`src/verilog/i2s_field_pkg.sv`:
```
`default_nettype none

// ----------------------------------------------------------------------
// Field positions and reset values inside the register words
// ----------------------------------------------------------------------
package i2s_field_pkg;

	// Control word
	localparam int CTRL_I2S_EN_BIT   = 0;
	localparam int CTRL_MAST_SEL_BIT = 1;
	localparam int CTRL_CS_RD_BIT    = 3;
	localparam int CTRL_RAM_RST_BIT  = 4;  // Self clearing

	// Interrupt words
	localparam int IRQ_DMA_DONE_BIT   = 0;
	localparam int IRQ_F_DONE_BIT     = 1;  // Enable word only
	localparam int IRQ_F_DONE_STS_BIT = 2;  // Status word only
	localparam int IRQ_I2S_DIS_BIT    = 3;

	// DMA status word
	localparam int ST_BUSY      = 0;
	localparam int ST_DONE_IRQ  = 1;
	localparam int ST_ACTIVE    = 2;
	localparam int ST_REQ       = 3;
	localparam int ST_START     = 15;
	localparam int ST_CNTR_LSB  = 16;
	localparam int ST_STATE_LSB = 30;

	localparam int DMA_CNT_W = 9;
	localparam int DMA_ST_W  = 2;

	typedef logic [DMA_CNT_W-1:0] dma_cnt_t;

	localparam logic     I2S_EN_RST  = 1'b1;
	localparam dma_cnt_t DMA_CNT_RST = 9'd4;

endpackage

`default_nettype wire

```
`src/verilog/i2s_map_pkg.sv`:
```
`default_nettype none

// ----------------------------------------------------------------------
// Bus widths and register address map
// ----------------------------------------------------------------------
package i2s_map_pkg;

	localparam int ADR_W  = 10;  // Register and RAM window address
	localparam int DAT_W  = 32;
	localparam int BSTB_W = 4;   // Byte lanes

	typedef logic [ADR_W-1:0]  wb_adr_t;
	typedef logic [DAT_W-1:0]  wb_dat_t;
	typedef logic [BSTB_W-1:0] wb_bstb_t;

	// Register offsets inside the block
	localparam wb_adr_t I2S_EN_ADR   = 10'h000;
	localparam wb_adr_t INTR_STS_ADR = 10'h002;
	localparam wb_adr_t INTR_EN_ADR  = 10'h003;
	localparam wb_adr_t DMA_EN_ADR   = 10'h008;
	localparam wb_adr_t DMA_STS_ADR  = 10'h009;  // Read only
	localparam wb_adr_t DMA_CNT_ADR  = 10'h00A;

	// RAM windows
	localparam int COS_SIN_ADR_W = 9;   // Coefficient RAM depth 512
	localparam int RAM_HALF_W    = 16;  // One half of a sample word

endpackage

`default_nettype wire

```
`src/verilog/ctrl_regs.sv`:
```
`timescale 1ns/1ns
`default_nettype none

module ctrl_regs (
	input  wire                     WBs_CLK_i,
	input  wire                     WBs_RST_i,
	input  wire                     wr_ctrl_i,
	input  wire                     wr_dma_en_i,
	input  wire                     wr_dma_cnt_i,
	input  wire                     i2s_dis_i,
	input  wire                     f_calc_done_i,
	input  wire                     DMA_Active_i,
	input  wire                     DMA_Clr_i,
	input  i2s_map_pkg::wb_dat_t    WBs_DAT_i,
	output logic                    I2S_S_EN_o,
	output logic                    f_RAM_mast_sel_o,
	output logic                    cs_ram_rd_ctrl_o,
	output logic                    RAM_logic_rst_o,
	output logic                    dma_en_o,
	output logic                    DMA_Start_o,
	output i2s_field_pkg::dma_cnt_t DMA_CNT_o
);

	import i2s_field_pkg::*;

	logic start_q;  // Pending DMA start from the filter

	// ------------------------------------------------------------------
	// Control word
	// ------------------------------------------------------------------
	always_ff @(posedge WBs_CLK_i or posedge WBs_RST_i)
	begin
		if (WBs_RST_i)
		begin
			I2S_S_EN_o       <= I2S_EN_RST;
			f_RAM_mast_sel_o <= 1'b0;
			cs_ram_rd_ctrl_o <= 1'b0;
		end
		else
		begin
			if (wr_ctrl_i)
			begin
				I2S_S_EN_o       <= WBs_DAT_i[CTRL_I2S_EN_BIT];
				f_RAM_mast_sel_o <= WBs_DAT_i[CTRL_MAST_SEL_BIT];
				cs_ram_rd_ctrl_o <= WBs_DAT_i[CTRL_CS_RD_BIT];
			end
			else if (i2s_dis_i)
			begin
				I2S_S_EN_o <= 1'b0;  // Receiver dropped out
			end
		end
	end

	// One shot, never held past a single cycle
	always_ff @(posedge WBs_CLK_i or posedge WBs_RST_i)
	begin
		if (WBs_RST_i)
			RAM_logic_rst_o <= 1'b0;
		else
			RAM_logic_rst_o <= wr_ctrl_i & WBs_DAT_i[CTRL_RAM_RST_BIT];
	end

	// ------------------------------------------------------------------
	// DMA enable and transfer count
	// ------------------------------------------------------------------
	always_ff @(posedge WBs_CLK_i or posedge WBs_RST_i)
	begin
		if (WBs_RST_i)
		begin
			dma_en_o  <= 1'b0;
			DMA_CNT_o <= DMA_CNT_RST;
		end
		else
		begin
			if (wr_dma_en_i)
				dma_en_o <= WBs_DAT_i[0];
			else if (DMA_Clr_i)
				dma_en_o <= 1'b0;  // Engine finished its block

			if (wr_dma_cnt_i)
				DMA_CNT_o <= WBs_DAT_i[DMA_CNT_W-1:0];
		end
	end

	// Filter done requests a transfer until the engine picks it up
	always_ff @(posedge WBs_CLK_i or posedge WBs_RST_i)
	begin
		if (WBs_RST_i)
			start_q <= 1'b0;
		else if (f_calc_done_i)
			start_q <= 1'b1;
		else if (DMA_Active_i)
			start_q <= 1'b0;
	end

	assign DMA_Start_o = start_q & dma_en_o;

endmodule

`default_nettype wire

```
`src/verilog/i2s_dma_regs.sv`:
```
`timescale 1ns/1ns
`default_nettype none

module i2s_dma_regs (
	input  wire                     WBs_CLK_i,
	input  wire                     WBs_RST_i,

	// Register and RAM bus
	input  i2s_map_pkg::wb_adr_t    WBs_ADR_i,
	input  wire                     WBs_CYC_i,
	input  wire                     WBs_CYC_I2SRx_Real_RAM_i,
	input  wire                     WBs_CYC_I2SRx_Img_RAM_i,
	input  wire                     WBs_CYC_f_CosSin_RAM_i,
	input  i2s_map_pkg::wb_bstb_t   WBs_BYTE_STB_i,
	input  wire                     WBs_WE_i,
	input  wire                     WBs_STB_i,
	input  i2s_map_pkg::wb_dat_t    WBs_DAT_i,
	output i2s_map_pkg::wb_dat_t    WBs_DAT_o,
	output i2s_map_pkg::wb_dat_t    WBs_CosSin_RAM_DAT_o,
	output i2s_map_pkg::wb_dat_t    WBs_f_RealImg_RAM_DAT_o,  // Real high, Img low
	output logic                    WBs_ACK_o,

	// Receiver and filter control
	input  wire                     i2s_dis_i,
	input  wire                     f_calc_done_i,
	output logic                    I2S_S_EN_o,
	output logic                    f_RAM_mast_sel_o,
	output logic                    cs_ram_rd_ctrl_o,
	output logic                    RAM_logic_rst_o,

	// Sample RAM window
	output i2s_map_pkg::wb_adr_t    wb_L_f_RAM_aDDR_o,
	output logic                    wb_L_f_RAM_Wen_o,
	input  wire [i2s_map_pkg::RAM_HALF_W-1:0] wb_L_f_Real_RAM_Data_i,
	input  wire [i2s_map_pkg::RAM_HALF_W-1:0] wb_L_f_Img_RAM_Data_i,

	// Coefficient RAM window
	output i2s_map_pkg::wb_adr_t    wb_CosSin_RAM_aDDR_o,
	output logic                    wb_CosSin_RAM_Wen_o,
	output i2s_map_pkg::wb_dat_t    wb_CosSin_RAM_Data_o,
	input  i2s_map_pkg::wb_dat_t    wb_CosSin_RAM_Data_i,

	// DMA engine
	input  wire                     DMA_Busy_i,
	input  wire                     DMA_Clr_i,
	input  wire                     DMA_Done_i,
	input  wire                     DMA_Active_i,
	input  wire                     DMA_REQ_i,
	input  i2s_field_pkg::dma_cnt_t dma_cntr_i,
	input  wire [i2s_field_pkg::DMA_ST_W-1:0] dma_st_i,
	output i2s_field_pkg::dma_cnt_t DMA_CNT_o,
	output logic                    DMA_Start_o,

	// Interrupts
	output logic                    DMA_Done_IRQ_o,
	output logic                    DMA_Done_IRQ_EN_o,
	output logic                    I2S_Dis_IRQ_o,
	output logic                    I2S_Dis_IRQ_EN_o,
	output logic                    f_Done_IRQ_o,
	output logic                    f_Done_IRQ_EN_o
);

	import i2s_map_pkg::*;

	logic wr_ctrl;
	logic wr_dma_en;
	logic wr_dma_cnt;
	logic wr_irq_en;
	logic wr_irq_sts;
	logic dma_en;

	wb_bus_decode u_decode (
		.WBs_CLK_i                (WBs_CLK_i),
		.WBs_RST_i                (WBs_RST_i),
		.WBs_ADR_i                (WBs_ADR_i),
		.WBs_CYC_i                (WBs_CYC_i),
		.WBs_CYC_I2SRx_Real_RAM_i (WBs_CYC_I2SRx_Real_RAM_i),
		.WBs_CYC_I2SRx_Img_RAM_i  (WBs_CYC_I2SRx_Img_RAM_i),
		.WBs_CYC_f_CosSin_RAM_i   (WBs_CYC_f_CosSin_RAM_i),
		.WBs_STB_i                (WBs_STB_i),
		.WBs_WE_i                 (WBs_WE_i),
		.WBs_BYTE_STB_i           (WBs_BYTE_STB_i),
		.wr_ctrl_o                (wr_ctrl),
		.wr_dma_en_o              (wr_dma_en),
		.wr_dma_cnt_o             (wr_dma_cnt),
		.wr_irq_en_o              (wr_irq_en),
		.wr_irq_sts_o             (wr_irq_sts),
		.sram_wen_o               (wb_L_f_RAM_Wen_o),
		.cs_ram_wen_o             (wb_CosSin_RAM_Wen_o),
		.WBs_ACK_o                (WBs_ACK_o)
	);

	ctrl_regs u_ctrl (
		.WBs_CLK_i        (WBs_CLK_i),
		.WBs_RST_i        (WBs_RST_i),
		.wr_ctrl_i        (wr_ctrl),
		.wr_dma_en_i      (wr_dma_en),
		.wr_dma_cnt_i     (wr_dma_cnt),
		.i2s_dis_i        (i2s_dis_i),
		.f_calc_done_i    (f_calc_done_i),
		.DMA_Active_i     (DMA_Active_i),
		.DMA_Clr_i        (DMA_Clr_i),
		.WBs_DAT_i        (WBs_DAT_i),
		.I2S_S_EN_o       (I2S_S_EN_o),
		.f_RAM_mast_sel_o (f_RAM_mast_sel_o),
		.cs_ram_rd_ctrl_o (cs_ram_rd_ctrl_o),
		.RAM_logic_rst_o  (RAM_logic_rst_o),
		.dma_en_o         (dma_en),
		.DMA_Start_o      (DMA_Start_o),
		.DMA_CNT_o        (DMA_CNT_o)
	);

	irq_regs u_irq (
		.WBs_CLK_i         (WBs_CLK_i),
		.WBs_RST_i         (WBs_RST_i),
		.wr_irq_en_i       (wr_irq_en),
		.wr_irq_sts_i      (wr_irq_sts),
		.DMA_Done_i        (DMA_Done_i),
		.i2s_dis_i         (i2s_dis_i),
		.f_calc_done_i     (f_calc_done_i),
		.WBs_DAT_i         (WBs_DAT_i),
		.DMA_Done_IRQ_o    (DMA_Done_IRQ_o),
		.I2S_Dis_IRQ_o     (I2S_Dis_IRQ_o),
		.f_Done_IRQ_o      (f_Done_IRQ_o),
		.DMA_Done_IRQ_EN_o (DMA_Done_IRQ_EN_o),
		.I2S_Dis_IRQ_EN_o  (I2S_Dis_IRQ_EN_o),
		.f_Done_IRQ_EN_o   (f_Done_IRQ_EN_o)
	);

	reg_read_mux u_rd_mux (
		.WBs_ADR_i         (WBs_ADR_i),
		.I2S_S_EN_i        (I2S_S_EN_o),
		.f_RAM_mast_sel_i  (f_RAM_mast_sel_o),
		.cs_ram_rd_ctrl_i  (cs_ram_rd_ctrl_o),
		.dma_en_i          (dma_en),
		.DMA_Start_i       (DMA_Start_o),
		.DMA_CNT_i         (DMA_CNT_o),
		.DMA_Done_IRQ_i    (DMA_Done_IRQ_o),
		.I2S_Dis_IRQ_i     (I2S_Dis_IRQ_o),
		.f_Done_IRQ_i      (f_Done_IRQ_o),
		.DMA_Done_IRQ_EN_i (DMA_Done_IRQ_EN_o),
		.I2S_Dis_IRQ_EN_i  (I2S_Dis_IRQ_EN_o),
		.f_Done_IRQ_EN_i   (f_Done_IRQ_EN_o),
		.DMA_Busy_i        (DMA_Busy_i),
		.DMA_Active_i      (DMA_Active_i),
		.DMA_REQ_i         (DMA_REQ_i),
		.dma_cntr_i        (dma_cntr_i),
		.dma_st_i          (dma_st_i),
		.WBs_DAT_o         (WBs_DAT_o)
	);

	// ------------------------------------------------------------------
	// RAM pass-through
	// ------------------------------------------------------------------
	assign wb_L_f_RAM_aDDR_o       = WBs_ADR_i;
	assign WBs_f_RealImg_RAM_DAT_o = {wb_L_f_Real_RAM_Data_i, wb_L_f_Img_RAM_Data_i};

	// Coefficient RAM only spans the lower half of the window
	assign wb_CosSin_RAM_aDDR_o = {{(ADR_W-COS_SIN_ADR_W){1'b0}}, WBs_ADR_i[COS_SIN_ADR_W-1:0]};
	assign wb_CosSin_RAM_Data_o = WBs_DAT_i;
	assign WBs_CosSin_RAM_DAT_o = wb_CosSin_RAM_Data_i;

endmodule

`default_nettype wire

```
`src/verilog/irq_regs.sv`:
```
`timescale 1ns/1ns
`default_nettype none

module irq_regs (
	input  wire                  WBs_CLK_i,
	input  wire                  WBs_RST_i,
	input  wire                  wr_irq_en_i,
	input  wire                  wr_irq_sts_i,
	input  wire                  DMA_Done_i,
	input  wire                  i2s_dis_i,
	input  wire                  f_calc_done_i,
	input  i2s_map_pkg::wb_dat_t WBs_DAT_i,
	output logic                 DMA_Done_IRQ_o,
	output logic                 I2S_Dis_IRQ_o,
	output logic                 f_Done_IRQ_o,
	output logic                 DMA_Done_IRQ_EN_o,
	output logic                 I2S_Dis_IRQ_EN_o,
	output logic                 f_Done_IRQ_EN_o
);

	import i2s_field_pkg::*;

	// Status slots: 0 DMA done, 1 I2S disable, 2 filter done
	logic [2:0] sts_evt;
	logic [2:0] sts_wdat;
	logic [2:0] sts_q;

	assign sts_evt  = {f_calc_done_i, i2s_dis_i, DMA_Done_i};
	assign sts_wdat = {WBs_DAT_i[IRQ_F_DONE_STS_BIT],
	                   WBs_DAT_i[IRQ_I2S_DIS_BIT],
	                   WBs_DAT_i[IRQ_DMA_DONE_BIT]};

	// ------------------------------------------------------------------
	// Status bits, hardware event beats software write
	// ------------------------------------------------------------------
	always_ff @(posedge WBs_CLK_i or posedge WBs_RST_i)
	begin
		if (WBs_RST_i)
		begin
			sts_q <= '0;
		end
		else
		begin
			for (int i = 0; i < 3; i++)
			begin
				if (sts_evt[i])
					sts_q[i] <= 1'b1;
				else if (wr_irq_sts_i)
					sts_q[i] <= sts_wdat[i];  // Write zero to clear
			end
		end
	end

	assign DMA_Done_IRQ_o = sts_q[0];
	assign I2S_Dis_IRQ_o  = sts_q[1];
	assign f_Done_IRQ_o   = sts_q[2];

	// ------------------------------------------------------------------
	// Enable bits
	// ------------------------------------------------------------------
	always_ff @(posedge WBs_CLK_i or posedge WBs_RST_i)
	begin
		if (WBs_RST_i)
		begin
			DMA_Done_IRQ_EN_o <= 1'b0;
			I2S_Dis_IRQ_EN_o  <= 1'b0;
			f_Done_IRQ_EN_o   <= 1'b0;
		end
		else if (wr_irq_en_i)
		begin
			DMA_Done_IRQ_EN_o <= WBs_DAT_i[IRQ_DMA_DONE_BIT];
			I2S_Dis_IRQ_EN_o  <= WBs_DAT_i[IRQ_I2S_DIS_BIT];
			f_Done_IRQ_EN_o   <= WBs_DAT_i[IRQ_F_DONE_BIT];  // Bit 1 here, bit 2 in status
		end
	end

endmodule

`default_nettype wire

```
`src/verilog/reg_read_mux.sv`:
```
`timescale 1ns/1ns
`default_nettype none

module reg_read_mux (
	input  i2s_map_pkg::wb_adr_t    WBs_ADR_i,
	input  wire                     I2S_S_EN_i,
	input  wire                     f_RAM_mast_sel_i,
	input  wire                     cs_ram_rd_ctrl_i,
	input  wire                     dma_en_i,
	input  wire                     DMA_Start_i,
	input  i2s_field_pkg::dma_cnt_t DMA_CNT_i,
	input  wire                     DMA_Done_IRQ_i,
	input  wire                     I2S_Dis_IRQ_i,
	input  wire                     f_Done_IRQ_i,
	input  wire                     DMA_Done_IRQ_EN_i,
	input  wire                     I2S_Dis_IRQ_EN_i,
	input  wire                     f_Done_IRQ_EN_i,
	input  wire                     DMA_Busy_i,
	input  wire                     DMA_Active_i,
	input  wire                     DMA_REQ_i,
	input  i2s_field_pkg::dma_cnt_t dma_cntr_i,
	input  wire [i2s_field_pkg::DMA_ST_W-1:0] dma_st_i,
	output i2s_map_pkg::wb_dat_t    WBs_DAT_o
);

	import i2s_map_pkg::*;
	import i2s_field_pkg::*;

	always_comb
	begin
		WBs_DAT_o = '0;  // Unmapped offsets read zero
		case (WBs_ADR_i)
			I2S_EN_ADR:
			begin
				WBs_DAT_o[CTRL_I2S_EN_BIT]   = I2S_S_EN_i;
				WBs_DAT_o[CTRL_MAST_SEL_BIT] = f_RAM_mast_sel_i;
				WBs_DAT_o[CTRL_CS_RD_BIT]    = cs_ram_rd_ctrl_i;
			end
			INTR_STS_ADR:
			begin
				WBs_DAT_o[IRQ_DMA_DONE_BIT]   = DMA_Done_IRQ_i;
				WBs_DAT_o[IRQ_F_DONE_STS_BIT] = f_Done_IRQ_i;
				WBs_DAT_o[IRQ_I2S_DIS_BIT]    = I2S_Dis_IRQ_i;
			end
			INTR_EN_ADR:
			begin
				WBs_DAT_o[IRQ_DMA_DONE_BIT] = DMA_Done_IRQ_EN_i;
				WBs_DAT_o[IRQ_F_DONE_BIT]   = f_Done_IRQ_EN_i;
				WBs_DAT_o[IRQ_I2S_DIS_BIT]  = I2S_Dis_IRQ_EN_i;
			end
			DMA_EN_ADR:  WBs_DAT_o[0] = dma_en_i;
			DMA_STS_ADR:
			begin
				WBs_DAT_o[ST_BUSY]                      = DMA_Busy_i;
				WBs_DAT_o[ST_DONE_IRQ]                  = DMA_Done_IRQ_i;
				WBs_DAT_o[ST_ACTIVE]                    = DMA_Active_i;
				WBs_DAT_o[ST_REQ]                       = DMA_REQ_i;
				WBs_DAT_o[ST_START]                     = DMA_Start_i;
				WBs_DAT_o[ST_CNTR_LSB +: DMA_CNT_W]     = dma_cntr_i;  // Live engine count
				WBs_DAT_o[ST_STATE_LSB +: DMA_ST_W]     = dma_st_i;
			end
			DMA_CNT_ADR: WBs_DAT_o[DMA_CNT_W-1:0] = DMA_CNT_i;
			default:     WBs_DAT_o = '0;
		endcase
	end

endmodule

`default_nettype wire

```
`src/verilog/wb_bus_decode.sv`:
```
`timescale 1ns/1ns
`default_nettype none

module wb_bus_decode (
	input  wire                   WBs_CLK_i,
	input  wire                   WBs_RST_i,
	input  i2s_map_pkg::wb_adr_t  WBs_ADR_i,
	input  wire                   WBs_CYC_i,
	input  wire                   WBs_CYC_I2SRx_Real_RAM_i,
	input  wire                   WBs_CYC_I2SRx_Img_RAM_i,
	input  wire                   WBs_CYC_f_CosSin_RAM_i,
	input  wire                   WBs_STB_i,
	input  wire                   WBs_WE_i,
	input  i2s_map_pkg::wb_bstb_t WBs_BYTE_STB_i,
	output logic                  wr_ctrl_o,
	output logic                  wr_dma_en_o,
	output logic                  wr_dma_cnt_o,
	output logic                  wr_irq_en_o,
	output logic                  wr_irq_sts_o,
	output logic                  sram_wen_o,
	output logic                  cs_ram_wen_o,
	output logic                  WBs_ACK_o
);

	import i2s_map_pkg::*;

	logic ack_q;       // Acknowledge to the master
	logic ack_hold_q;  // Quiet cycle after each ack
	logic any_cyc;
	logic cyc_open;
	logic wr_qual;
	logic reg_wr;
	logic sram_cyc;

	assign sram_cyc = WBs_CYC_I2SRx_Real_RAM_i | WBs_CYC_I2SRx_Img_RAM_i;
	assign any_cyc  = WBs_CYC_i | sram_cyc | WBs_CYC_f_CosSin_RAM_i;
	assign cyc_open = any_cyc & WBs_STB_i;

	// Write qualifier shared by every target
	assign wr_qual = WBs_STB_i & WBs_WE_i & ~ack_q;
	assign reg_wr  = WBs_CYC_i & wr_qual & WBs_BYTE_STB_i[0];

	// ------------------------------------------------------------------
	// Register write strobes
	// ------------------------------------------------------------------
	assign wr_ctrl_o    = reg_wr & (WBs_ADR_i == I2S_EN_ADR);
	assign wr_dma_en_o  = reg_wr & (WBs_ADR_i == DMA_EN_ADR);
	assign wr_dma_cnt_o = reg_wr & (WBs_ADR_i == DMA_CNT_ADR);
	assign wr_irq_en_o  = reg_wr & (WBs_ADR_i == INTR_EN_ADR);
	assign wr_irq_sts_o = reg_wr & (WBs_ADR_i == INTR_STS_ADR);

	// RAM windows take any address in their cycle
	assign sram_wen_o   = sram_cyc & wr_qual;
	assign cs_ram_wen_o = WBs_CYC_f_CosSin_RAM_i & wr_qual;

	// ------------------------------------------------------------------
	// Acknowledge, one cycle high then one held off
	// ------------------------------------------------------------------
	always_ff @(posedge WBs_CLK_i or posedge WBs_RST_i)
	begin
		if (WBs_RST_i)
		begin
			ack_q      <= 1'b0;
			ack_hold_q <= 1'b0;
		end
		else
		begin
			ack_q      <= cyc_open & ~ack_q & ~ack_hold_q;
			ack_hold_q <= ack_q;
		end
	end

	assign WBs_ACK_o = ack_q;

endmodule

`default_nettype wire
```
`config.mk`:
```
export PLATFORM = sky130hd
export DESIGN_NAME = i2s_dma_regs
export DESIGN_NICKNAME = d
export VERILOG_FILES = /design/src/verilog/i2s_field_pkg.sv /design/src/verilog/i2s_map_pkg.sv /design/src/verilog/ctrl_regs.sv /design/src/verilog/i2s_dma_regs.sv /design/src/verilog/irq_regs.sv /design/src/verilog/reg_read_mux.sv /design/src/verilog/wb_bus_decode.sv
export SDC_FILE = /design/constraint.sdc
export NUM_CORES = 1
export LEC_CHECK = 0
export BUFFER_PORTS_ARGS = -buffer_cell sky130_fd_sc_hd__buf_4
export CORE_AREA = 3 3 118 120
export DETAILED_ROUTE_END_ITERATION = 8
export DIE_AREA = 0 0 121 123
export PLACE_DENSITY_LB_ADDON = 0.15
export SLEW_MARGIN = 20
export SYNTH_ARGS = -nofsm -noshare
export SYNTH_HDL_FRONTEND = slang
export SYNTH_SLANG_ARGS = --single-unit
```
`constraint.sdc`:
```
create_clock -name WBs_CLK_i -period 2.52 [get_ports WBs_CLK_i]
set_clock_uncertainty 0.05 [all_clocks]
set_input_delay 0.504 -clock WBs_CLK_i [delete_from_list [all_inputs] [get_ports WBs_CLK_i]]
set_output_delay 0.504 -clock WBs_CLK_i [all_outputs]
set_load 0.03 [all_outputs]
```
==> metrics.md, run 1 <==
| Metric | Value |
|---|---|
| Outcome | `complete, no violations` |
| Post-Place Worst Slack | `-0.0786 ns` |
| Hold slack | `approximately 0.25 ns` |
| Top delay family on crit path | `simple AND/OR/NAND/NOR gates` |
| Sw power | `289 uW` |
| First-pass GRT wire length | `11.4 mm` |
| # nets final | `398` |
| Worst path required time | `1.97 ns` |
| Final worst setup slack | `0.0923 ns` |
| Yosys warning count | `0` |
| I/O pin count | `a little over 300` |
| Final setup violation count | `0` |
| Nature of the critical path startpoint | `input pin` |
| Tcrit/Tclk final | `96.3%` |
| Setup repair bufs after CTS | `0` |
| Fmax | `a little over 400 MHz` |
| Post-synthesis cell count | `249` |
| CP Capture Type | `primary output` |
| Worst path depth | `6` |
| Leak | `between 1 and 1.5 nW` |
| Largest net degree at the start of global routing | `24` |
| Logic pwr share | `25.8%` |
| Post-DP Area | `2570 sq um` |
| TritonCTS clock tree | `built` |
| Hold-fix buffers at CTS | `0` |
| DRT Pass-1 Iters | `3` |
| Crit-path slowest cell | `or4_4` |
| Die Y-Extent | `123 microns` |
| ANT cells | `0` |
| Chip width | `approximately 120 microns` |
| Ys flop type | `dfrtp_1` |
| Crit-path max cell delay | `0.54 ns` |
| Sw frac | `29.5%` |
| ANT nets after route | `0` |
| Maximum VDD drop | `roughly 0.00019 V` |
| WL/cell | `19.2 microns` |
| Clk pwr share | `35.6%` |
| Final Hold Vio Count | `0` |
| PD cells | `367 nW/um^2` |
| Synthesized cell area | `2290 sq um` |
| Synth cell types | `37` |
| Core area | `about 13000 sq um` |
| Pint | `691 uW` |
| CTS sink count | `23` |
| Worst min path class | `input pin to asynchronous set/reset pin` |
| Clk buf depth | `2` |
| Commonest non-fill, non-tap cell in the layout | `buf_4` |
| Fin area | `between 2000 and 3000 sq um` |
| Top flop regs | `u_ctrl.DMA_CNT_o (9), u_irq.sts_q (3)` |
| Layout cells sized above 1 | `61.7%` |
| Post-DP HPWL | `~7 mm` |
| Max_cap viols | `0` |
| Initial DRC count | `33` |
| FF+latch count, synth | `23` |
| Logic depth of the worst register-to-register path | `4` |
| Most frequent cells in the layout | `buf_4, dfrtp_1, and2_1` |
| Initial antenna violation count | `0` |
| Final min period | `2.43 ns` |
| CP Data Arrival Time | `roughly 1.9 ns` |
| Number of synthesized flops with an enable pin | `0` |
| Vias | `1612` |
| CTS root buf | `clkbuf_16` |
| Final Power | `980 uW` |
| Clock transition at the registers of the reported paths | `0.06 ns` |
| Ys async rst share | `100%` |
| Biggest register | `u_ctrl.DMA_CNT_o` |
| WL final | `8.37 mm` |
| Clk_lat worst skew | `0.25 ns` |
| Avg Cell Area, Syn | `9.21 sq um` |
| Post-synthesis sequential area ratio | `25.2%` |
| TritonCTS buffer count | `3` |
| DRC | `0` |
| Critical path class | `input pin to primary output` |
| H-Tree Depth | `1` |
| Area growth, synth to finish | `16.5%` |
| Row count | `42` |
| Final Wtd Congestion | `0.641` |
| Initial core utilization | `17.5%` |
| Final Max Slew Viols | `0` |
| Setup TNS | `0 ns` |
| CP max FO | `12` |
| Register share of total power | `38.6%` |
| Total global routing overflow | `0` |
| Cell chain of the critical path | `buf_4, or4_4, nor3_2, buf_4, and2_1, buf_4` |
| Die area | `14900 sq um` |
| Largest register FFs | `9` |
| CP bufs+invs | `3` |
| Vias in the first global route | `1711` |
| Port Buf Inserts | `117` |
| Unrepaired setup endpoints after global routing | `false` |
| Total GRT Usage | `10.3%` |
| CP dominant cell by count | `buf_4` |
| Vias per cell | `approximately 3.7` |
## worst reg2reg max path, delay by kind of cell (launching register included)
family / cells / cell delay, ns
and+or+nand+nor: 2 / 0.88
DFF: 1 / 0.44
muxes: 1 / 0.31
buffers and inverters: 1 / 0.17
## path summary, 6_finish.rpt
check,startpoint,endpoint,slack [ns]
min in group WBs_CLK_i,u_decode.ack_hold_q$_DFF_PP0_,u_decode.WBs_ACK_o$_DFF_PP0_,0.36
max in group asynchronous,WBs_RST_i,u_ctrl.I2S_S_EN_o$_DFFE_PP1P_,1.88
setup / recovery,WBs_ADR_i[5],WBs_DAT_o[16],0.09
setup reg to reg,u_decode.WBs_ACK_o$_DFF_PP0_,u_ctrl.dma_en_o$_DFFE_PP0P_,0.55
hold / removal,WBs_RST_i,u_irq.sts_q[0]$_DFFE_PP0P_,0.25
hold reg to reg,u_decode.ack_hold_q$_DFF_PP0_,u_decode.WBs_ACK_o$_DFF_PP0_,0.36
## kinds of logic (layout without fill, tap and decap cells)
group | count (synthesis) | count (layout) | share of synthesized area [%]
and+or+nand+nor | 56 | 56 | 16.6
muxes | 23 | 23 | 11.0
buffers and inverters | 133 | 134 | 42.6
AOI/OAI and AO/OA | 13 | 13 | 4.48
DFF | 23 | 23 | 25.2
other | 1 | 12 | 0.164
## power by group through the flow
stage | registers, mW | logic [mW] | clock network (mW)
6_report | 0.378 | 0.253 | 0.349
5_1_grt | 0.379 | 0.274 | 0.377
4_1_cts | 0.378 | 0.257 | 0.370
3_5_place_dp | 0.385 | 0.255 | 0
3_3_place_gp | 0.385 | 0.255 | 0
2_1_floorplan | 0.388 | 0.423 | 0
## stage by stage
step	std cells	util, %
finish	437	20.4
global route	437	20.4
CTS	437	20.3
detailed placement	433	19.6
floorplan	260	-
global placement	433	19.6
## cells in the mapped netlist, types with 2 or more instances
library cell	number	share of area, %
buf_4	127	42
dfrtp_1	21	23
and2_1	19	5.2
mux2_2	17	8.4
nor2_1	7	1.1
mux2i_1	6	2.6
nor2b_1	5	1.4
and4_1	3	1.1
clkbuf_1	3	0.49
nand4_1	3	0.82
nor4_1	3	0.82
a211oi_1	2	0.65
a22oi_1	2	0.65
a2bb2oi_1	2	0.76
a31oi_1	2	0.55
dfstp_2	2	2.3
inv_1	2	0.33
nor3_1	2	0.44
nor3b_1	2	0.65
nor4bb_1	2	0.87
## cell type report
cell class,instances,area (sq um)
clock buffer,3,75.1
clock inverter,1,5.00
fill,1458,10400
inverter,2,7.51
multi-input combinational,104,812
sequential,23,578
tap,176,220
timing repair buffer,128,973
## layer usage
metal / GRT usage (%) / wire length, microns / vias to the layer above / share of wire, %
met2: 20.6 / 4640 / 146 / 55
met3: 4.53 / 1050 / 14 / 12
li1: - / - / 720 / -
met1: 9.53 / 2590 / 732 / 31
met5: 0 / 0 / - / 0
met4: 1.98 / 94 / 0 / 1.1
## timing repair
action                                 CTS  global route
endpoints found under the hold margin    0             0
gates resized for setup                  2             2
pin swaps                                0             0
setup endpoints to repair                5             7
Power figures use the tool's default switching activity.
==> inputs of run 2 (changes only) <==
--- a/config.mk
+++ b/config.mk
@@ -9,7 +9,7 @@
 export CORE_AREA = 3 3 118 120
 export DETAILED_ROUTE_END_ITERATION = 8
 export DIE_AREA = 0 0 121 123
-export PLACE_DENSITY_LB_ADDON = 0.15
+export PLACE_DENSITY_LB_ADDON = 0.1
 export SLEW_MARGIN = 20
 export SYNTH_ARGS = -nofsm -noshare
 export SYNTH_HDL_FRONTEND = slang
==> run 2 against run 1 <==
  * Fmax hardly changed
  * Non-clock buffer count did not move
  * Core utilization increased by 0.35 points
  * Critical path depth unchanged
==> metrics.md, run 2 (synthesized netlist as in run 1, its figures left out) <==
| Metric | Value |
|---|---|
| Tcrit/Tclk final | `96.4% (about the same)` |
| Multi-input logic area | `817 sq um (+0.62%)` |
| Row count | `42 (unchanged)` |
| Final Wtd Congestion | `0.689 (+7.5%)` |
| Reg-to-reg setup timing slack | `0.59 ns (+0.04 ns)` |
| Total GRT Usage | `9.47% (-0.79 points)` |
| Setup TNS | `0 ns (unchanged)` |
| I/O pin count | `307 (unchanged)` |
| Storage cell area | `578 sq um (unchanged)` |
| Top flop regs | `u_ctrl.DMA_CNT_o (9), u_irq.sts_q (3)` |
| Maximum VDD drop | `0.000165 V (-12%)` |
| Initial antenna violation count | `0 (unchanged)` |
| CP Data Arrival Time | `1.88 ns (about the same)` |
| Initial core utilization | `17.5% (unchanged)` |
| Area growth, synth to finish | `18.6%` |
| # nets final | `398 (unchanged)` |
| FILL cells | `1463 (+0.34%)` |
| CTS root buf | `clkbuf_16` |
| Leak | `1.37 nW (+2.0%)` |
| CP Capture Type | `primary output` |
| PD cells | `363 nW/um^2 (-1.1%)` |
| Critical path class | `input pin to primary output` |
| Clk buf depth | `2 (unchanged)` |
| CP max FO | `6 (-6)` |
| Final cell count without fillers | `437 (unchanged)` |
| Top delay family on crit path | `simple AND/OR/NAND/NOR gates` |
| Reg2reg end | `u_ctrl.DMA_CNT_o[8]$_DFFE_PP0P_` |
| Die area | `14900 sq um (unchanged)` |
| Post-DP HPWL | `6.47 mm (-9.6%)` |
| Core area | `13100 sq um (unchanged)` |
| Biggest register | `u_ctrl.DMA_CNT_o` |
| DRT Pass-1 Iters | `4 (+1)` |
| WL final | `7.83 mm (-6.5%)` |
| Crit-path slowest cell | `or4_4` |
| Crit-path max cell delay | `0.57 ns (+0.03 ns)` |
| Worst reg2reg startpoint | `u_decode.WBs_ACK_o$_DFF_PP0_` |
| Final Max Slew Viols | `0 (unchanged)` |
| Worst path required time | `1.97 ns (about the same)` |
| Outcome | `complete, no violations` |
| CTS sink count | `23 (unchanged)` |
| Cell chain of the critical path | `buf_6, or4_4, nor3_4, buf_6, and2_1, buf_4` |
| Vias per cell | `3.66 (-0.68%)` |
| WL/cell | `17.9 microns (-6.5%)` |
| DRC | `0 (unchanged)` |
| Most frequent cells in the layout | `buf_4, dfrtp_1, mux2_2` |
| TritonCTS buffer count | `3 (unchanged)` |
| Hold-fix buffers at CTS | `0 (unchanged)` |
| Vias | `1601 (-0.68%)` |
| Largest register FFs | `9 (unchanged)` |
| Logic depth of the worst register-to-register path | `4 (unchanged)` |
| Clk_lat worst skew | `0.25 ns (about the same)` |
| Least-Margin Pin Slew | `0.501 ns` |
| Chip width | `121 microns (unchanged)` |
| Nature of the critical path startpoint | `input pin` |
| Worst path depth | `6 (unchanged)` |
| Fmax | `412 MHz (about the same)` |
| Commonest non-fill, non-tap cell in the layout | `buf_4` |
| Final Hold Vio Count | `0 (unchanged)` |
| Worst min path class | `input pin to asynchronous set/reset pin` |
| CP dominant cell by count | `buf_6` |
| Placed cells | `430 (-0.69%)` |
| H-Tree Depth | `1 (unchanged)` |
| Slew HR | `66.1%` |
| Final min period | `2.43 ns (+0.00209 ns)` |
| Total global routing overflow | `0 (unchanged)` |
| CP bufs+invs | `3 (unchanged)` |
| ANT nets after route | `0 (unchanged)` |
| TritonCTS clock tree | `built` |
| Initial DRC count | `26 (-21%)` |
| Layout cells sized above 1 | `63.2% (+1.5 points)` |
| Clock transition at the registers of the reported paths | `0.07 ns (about the same)` |
| Final setup violation count | `0 (unchanged)` |
| Die Y-Extent | `123 microns (unchanged)` |
| First-pass GRT wire length | `10.6 mm (-7.0%)` |
| Unrepaired setup endpoints after global routing | `false` |
| Max_cap viols | `0 (unchanged)` |
| Largest net degree at the start of global routing | `24 (unchanged)` |
| Port Buf Inserts | `117 (unchanged)` |
| Vias in the first global route | `1593 (-6.9%)` |
| ANT cells | `0 (unchanged)` |
run 2: layout make-up:
class                      count  share of cell area, %
sequential                    23                   21.3
timing repair buffer         128                   37.3
tap                          176                   8.10
clock inverter                 1                  0.184
inverter                       2                  0.276
multi-input combinational    104                   30.1
clock buffer                   3                   2.76
run 2: repair_timing:
item / CTS / global route
setup buffers: 0 / 2
setup endpoints to repair: 0 / 12
resized for setup: 0 / 21
run 2: worst max-delay path by stage:
stage / endpoint / from / slack (ns)
floorplan: WBs_DAT_o[0] / WBs_ADR_i[5] / 0.02
global placement: WBs_DAT_o[15] / WBs_ADR_i[5] / 0.05
detailed placement: WBs_DAT_o[31] / WBs_ADR_i[5] / 0.05
CTS: WBs_DAT_o[21] / WBs_ADR_i[5] / 0.04
global route: WBs_DAT_o[4] / WBs_ADR_i[5] / 0.03
finish: WBs_DAT_o[19] / WBs_ADR_i[6] / 0.09
run 2: power by group:
| part | total [mW] | switching (mW) | internal, mW |
|---|---|---|---|
| Sequential | 0.378 | 0.00370 | 0.374 |
| Combinational | 0.253 | 0.150 | 0.102 |
| Clock | 0.355 | 0.142 | 0.214 |
| Total | 0.986 | 0.296 | 0.690 |
run 2: layer usage:
| layer | global-route usage [%] | vias up | part of all wire (%) |
|---|---|---|---|
| met5 | 0 | - | 0 |
| met4 | 4.18 | 0 | 3.6 |
| met3 | 3.93 | 30 | 11 |
| met2 | 16.5 | 119 | 50 |
| met1 | 10.1 | 732 | 35 |
| li1 | - | 720 | - |
run 2: worst register-to-register path: stages (launching register included):
cell     delay, ns
dfrtp_1       0.43
or4bb_1       0.55
nor4_4        0.28
buf_12        0.18
mux2_2        0.34
run 2: stage by stage:
stage | worst slack [ns] | hold WS, ns | power (mW) | utilization [%] | instance area (sq um)
floorplan | 0.0220 | 0.333 | 0.811 | - | 2340
global placement | 0.0512 | 0.357 | 0.639 | 19.5 | 2550
detailed placement | 0.0452 | 0.354 | 0.639 | 19.5 | 2550
CTS | 0.0387 | 0.257 | 1.00 | 20.1 | 2630
global route | 0.0295 | 0.282 | 1.03 | 20.8 | 2720
finish | 0.0903 | 0.242 | 0.986 | 20.8 | 2720
==> inputs of run 3 (changes only) <==
==> constraint.sdc (replaced) <==
create_clock -name WBs_CLK_i -period 2.8 [get_ports WBs_CLK_i]
set_clock_uncertainty 0.05 [all_clocks]
set_input_delay 0.56 -clock WBs_CLK_i [delete_from_list [all_inputs] [get_ports WBs_CLK_i]]
set_output_delay 0.56 -clock WBs_CLK_i [all_outputs]
set_load 0.03 [all_outputs]
==> run 3 against run 2 <==
  * Clock-buffer cell count up 1
  * Total power down 11%
  * Global-route usage about the same
  * Core utilization down 1.1 points
  * Via count down 1.8%
==> metrics.md, run 3 (synthesized netlist as in run 1, its figures left out) <==
| Metric | Value |
|---|---|
| CTS-repair resized insts | `0 (unchanged)` |
| Leak | `1.31 nW (-4.8%)` |
| Max_cap viols | `0 (unchanged)` |
| Storage cell area | `578 sq um (unchanged)` |
| Initial antenna violation count | `0 (unchanged)` |
| Tcrit/Tclk final | `91.4%` |
| Core area | `13100 sq um (unchanged)` |
| Port Buf Inserts | `117 (unchanged)` |
| Total global routing overflow | `0 (unchanged)` |
| PD cells | `340 nW/um^2 (-6.2%)` |
| DRC | `0 (unchanged)` |
| Final setup violation count | `0 (unchanged)` |
| Initial core utilization | `17.5% (unchanged)` |
| Chip width | `121 microns (unchanged)` |
| Clk buf depth | `2 (unchanged)` |
| Final min period | `2.56 ns` |
| Nature of the critical path startpoint | `input pin` |
| Area growth, synth to finish | `12.6%` |
| ANT cells | `0 (unchanged)` |
| Layout cells sized above 1 | `58.4% (-4.8 points)` |
| Final Wtd Congestion | `0.690 (+0.15%)` |
| Maximum VDD drop | `0.000156 V (-5.1%)` |
| Vias | `1572 (-1.8%)` |
| Final Hold Vio Count | `0 (unchanged)` |
| Vias per cell | `3.65 (-0.44%)` |
| Sw power | `258 uW (-13%)` |
| Pint | `620 uW (-10%)` |
| Hold-fix buffers at CTS | `0 (unchanged)` |
| First-pass GRT wire length | `10.5 mm (-0.97%)` |
| Worst min path class | `input pin to asynchronous set/reset pin` |
| TritonCTS buffer count | `3 (unchanged)` |
| Outcome | `complete, no violations` |
| Die area | `14900 sq um (unchanged)` |
| Worst path required time | `2.19 ns (+0.22 ns)` |
| WL final | `7.80 mm (-0.31%)` |
| Most frequent cells in the layout | `buf_4, dfrtp_1, and2_1` |
| Die Y-Extent | `123 microns (unchanged)` |
| Multi-input logic area | `779 sq um (-4.6%)` |
| Clk pwr share | `36.0% (about the same)` |
| Post-Place Worst Slack | `0.205 ns (+0.159 ns)` |
| DRT Pass-1 Iters | `4 (unchanged)` |
| CP Capture Type | `primary output` |
| Total GRT Usage | `9.48% (+0.012 points)` |
| CTS sink count | `23 (unchanged)` |
| Row count | `42 (unchanged)` |
| Setup repair bufs after CTS | `0 (unchanged)` |
| FILL cells | `1447 (-1.1%)` |
| Largest register FFs | `9 (unchanged)` |
| Final worst setup slack | `0.242 ns (+0.152 ns)` |
| ANT nets after route | `0 (unchanged)` |
| Top flop regs | `u_ctrl.DMA_CNT_o (9), u_irq.sts_q (3)` |
| Commonest non-fill, non-tap cell in the layout | `buf_4` |
| Clk_lat worst skew | `0.26 ns (about the same)` |
| WL/cell | `18.1 microns (+1.1%)` |
| CP max FO | `12 (+6)` |
| Logic pwr share | `25.2% (-0.4 points)` |
| CTS root buf | `clkbuf_16` |
| Sw frac | `29.4% (-0.59 points)` |
| Layout Utilization | `19.7% (-1.1 points)` |
| Biggest register | `u_ctrl.DMA_CNT_o` |
| TritonCTS clock tree | `built` |
| I/O pin count | `307 (unchanged)` |
| Clock transition at the registers of the reported paths | `0.06 ns (about the same)` |
| Unrepaired setup endpoints after global routing | `false` |
| # nets final | `392 (-1.5%)` |
| Register share of total power | `38.8% (+0.5 points)` |
| Initial DRC count | `16 (-38%)` |
| Fmax | `391 MHz` |
| Critical path class | `input pin to primary output` |
| Largest net degree at the start of global routing | `24 (unchanged)` |
| CP Data Arrival Time | `1.95 ns (+0.07 ns)` |
| Post-DP HPWL | `6.54 mm (+1.2%)` |
| Final Max Slew Viols | `0 (unchanged)` |
| Setup TNS | `0 ns (unchanged)` |
| H-Tree Depth | `1 (unchanged)` |
| Vias in the first global route | `1567 (-1.6%)` |
run 3: power by group through the flow:
stage / sequential, mW / combinational (mW) / clock (mW)
after floorplan: 0.349 / 0.380 / 0
after global placement: 0.347 / 0.225 / 0
after detailed placement: 0.347 / 0.225 / 0
after CTS: 0.340 / 0.225 / 0.331
after global routing: 0.341 / 0.238 / 0.345
final: 0.340 / 0.221 / 0.316
run 3: final cells by class:
cell class / instances / area share (%)
clock buffer: 4 / 3.06
multi-input combinational: 104 / 30.2
timing repair buffer: 122 / 35.5
sequential: 23 / 22.4
tap: 176 / 8.54
inverter: 2 / 0.291
run 3: path summary, 6_finish.rpt:
kind,start,depth (start not counted),slack [ns],end
worst min register to register,u_decode.ack_hold_q$_DFF_PP0_,1,0.35,u_decode.WBs_ACK_o$_DFF_PP0_
worst min-delay path,WBs_RST_i,3,0.31,u_ctrl.DMA_CNT_o[4]$_DFFE_PP0P_
min in group WBs_CLK_i,u_decode.ack_hold_q$_DFF_PP0_,1,0.35,u_decode.WBs_ACK_o$_DFF_PP0_
max in group asynchronous,WBs_RST_i,3,2.10,u_ctrl.DMA_CNT_o[2]$_DFFE_PP1P_
worst max-delay path,WBs_ADR_i[5],6,0.24,WBs_DAT_o[19]
worst max register to register,u_decode.WBs_ACK_o$_DFF_PP0_,4,0.87,u_ctrl.DMA_CNT_o[5]$_DFFE_PP0P_
run 3: stage by stage:
stage,cell area [sq um],hold WS (ns),cells,power (mW)
3_5_place_dp,2500,0.347,427,0.571
5_1_grt,2580,0.351,431,0.923
4_1_cts,2580,0.323,431,0.896
3_3_place_gp,2500,0.350,427,0.572
6_report,2580,0.310,431,0.878
2_1_floorplan,2330,0.333,260,0.729
run 3: per-layer routing:
layer	up-vias	global-route usage [%]	routed length (microns)
li1	708	-	-
met1	715	9.64	2610
met2	125	17.3	4010
met3	24	3.75	926
met4	0	3.90	260
met5	-	0	0
run 3: worst max-delay path: stages:
cell	delay (ns)
buf_4	0.13
or4_4	0.58
nor3_1	0.19
buf_4	0.19
and2_1	0.14
buf_4	0.15
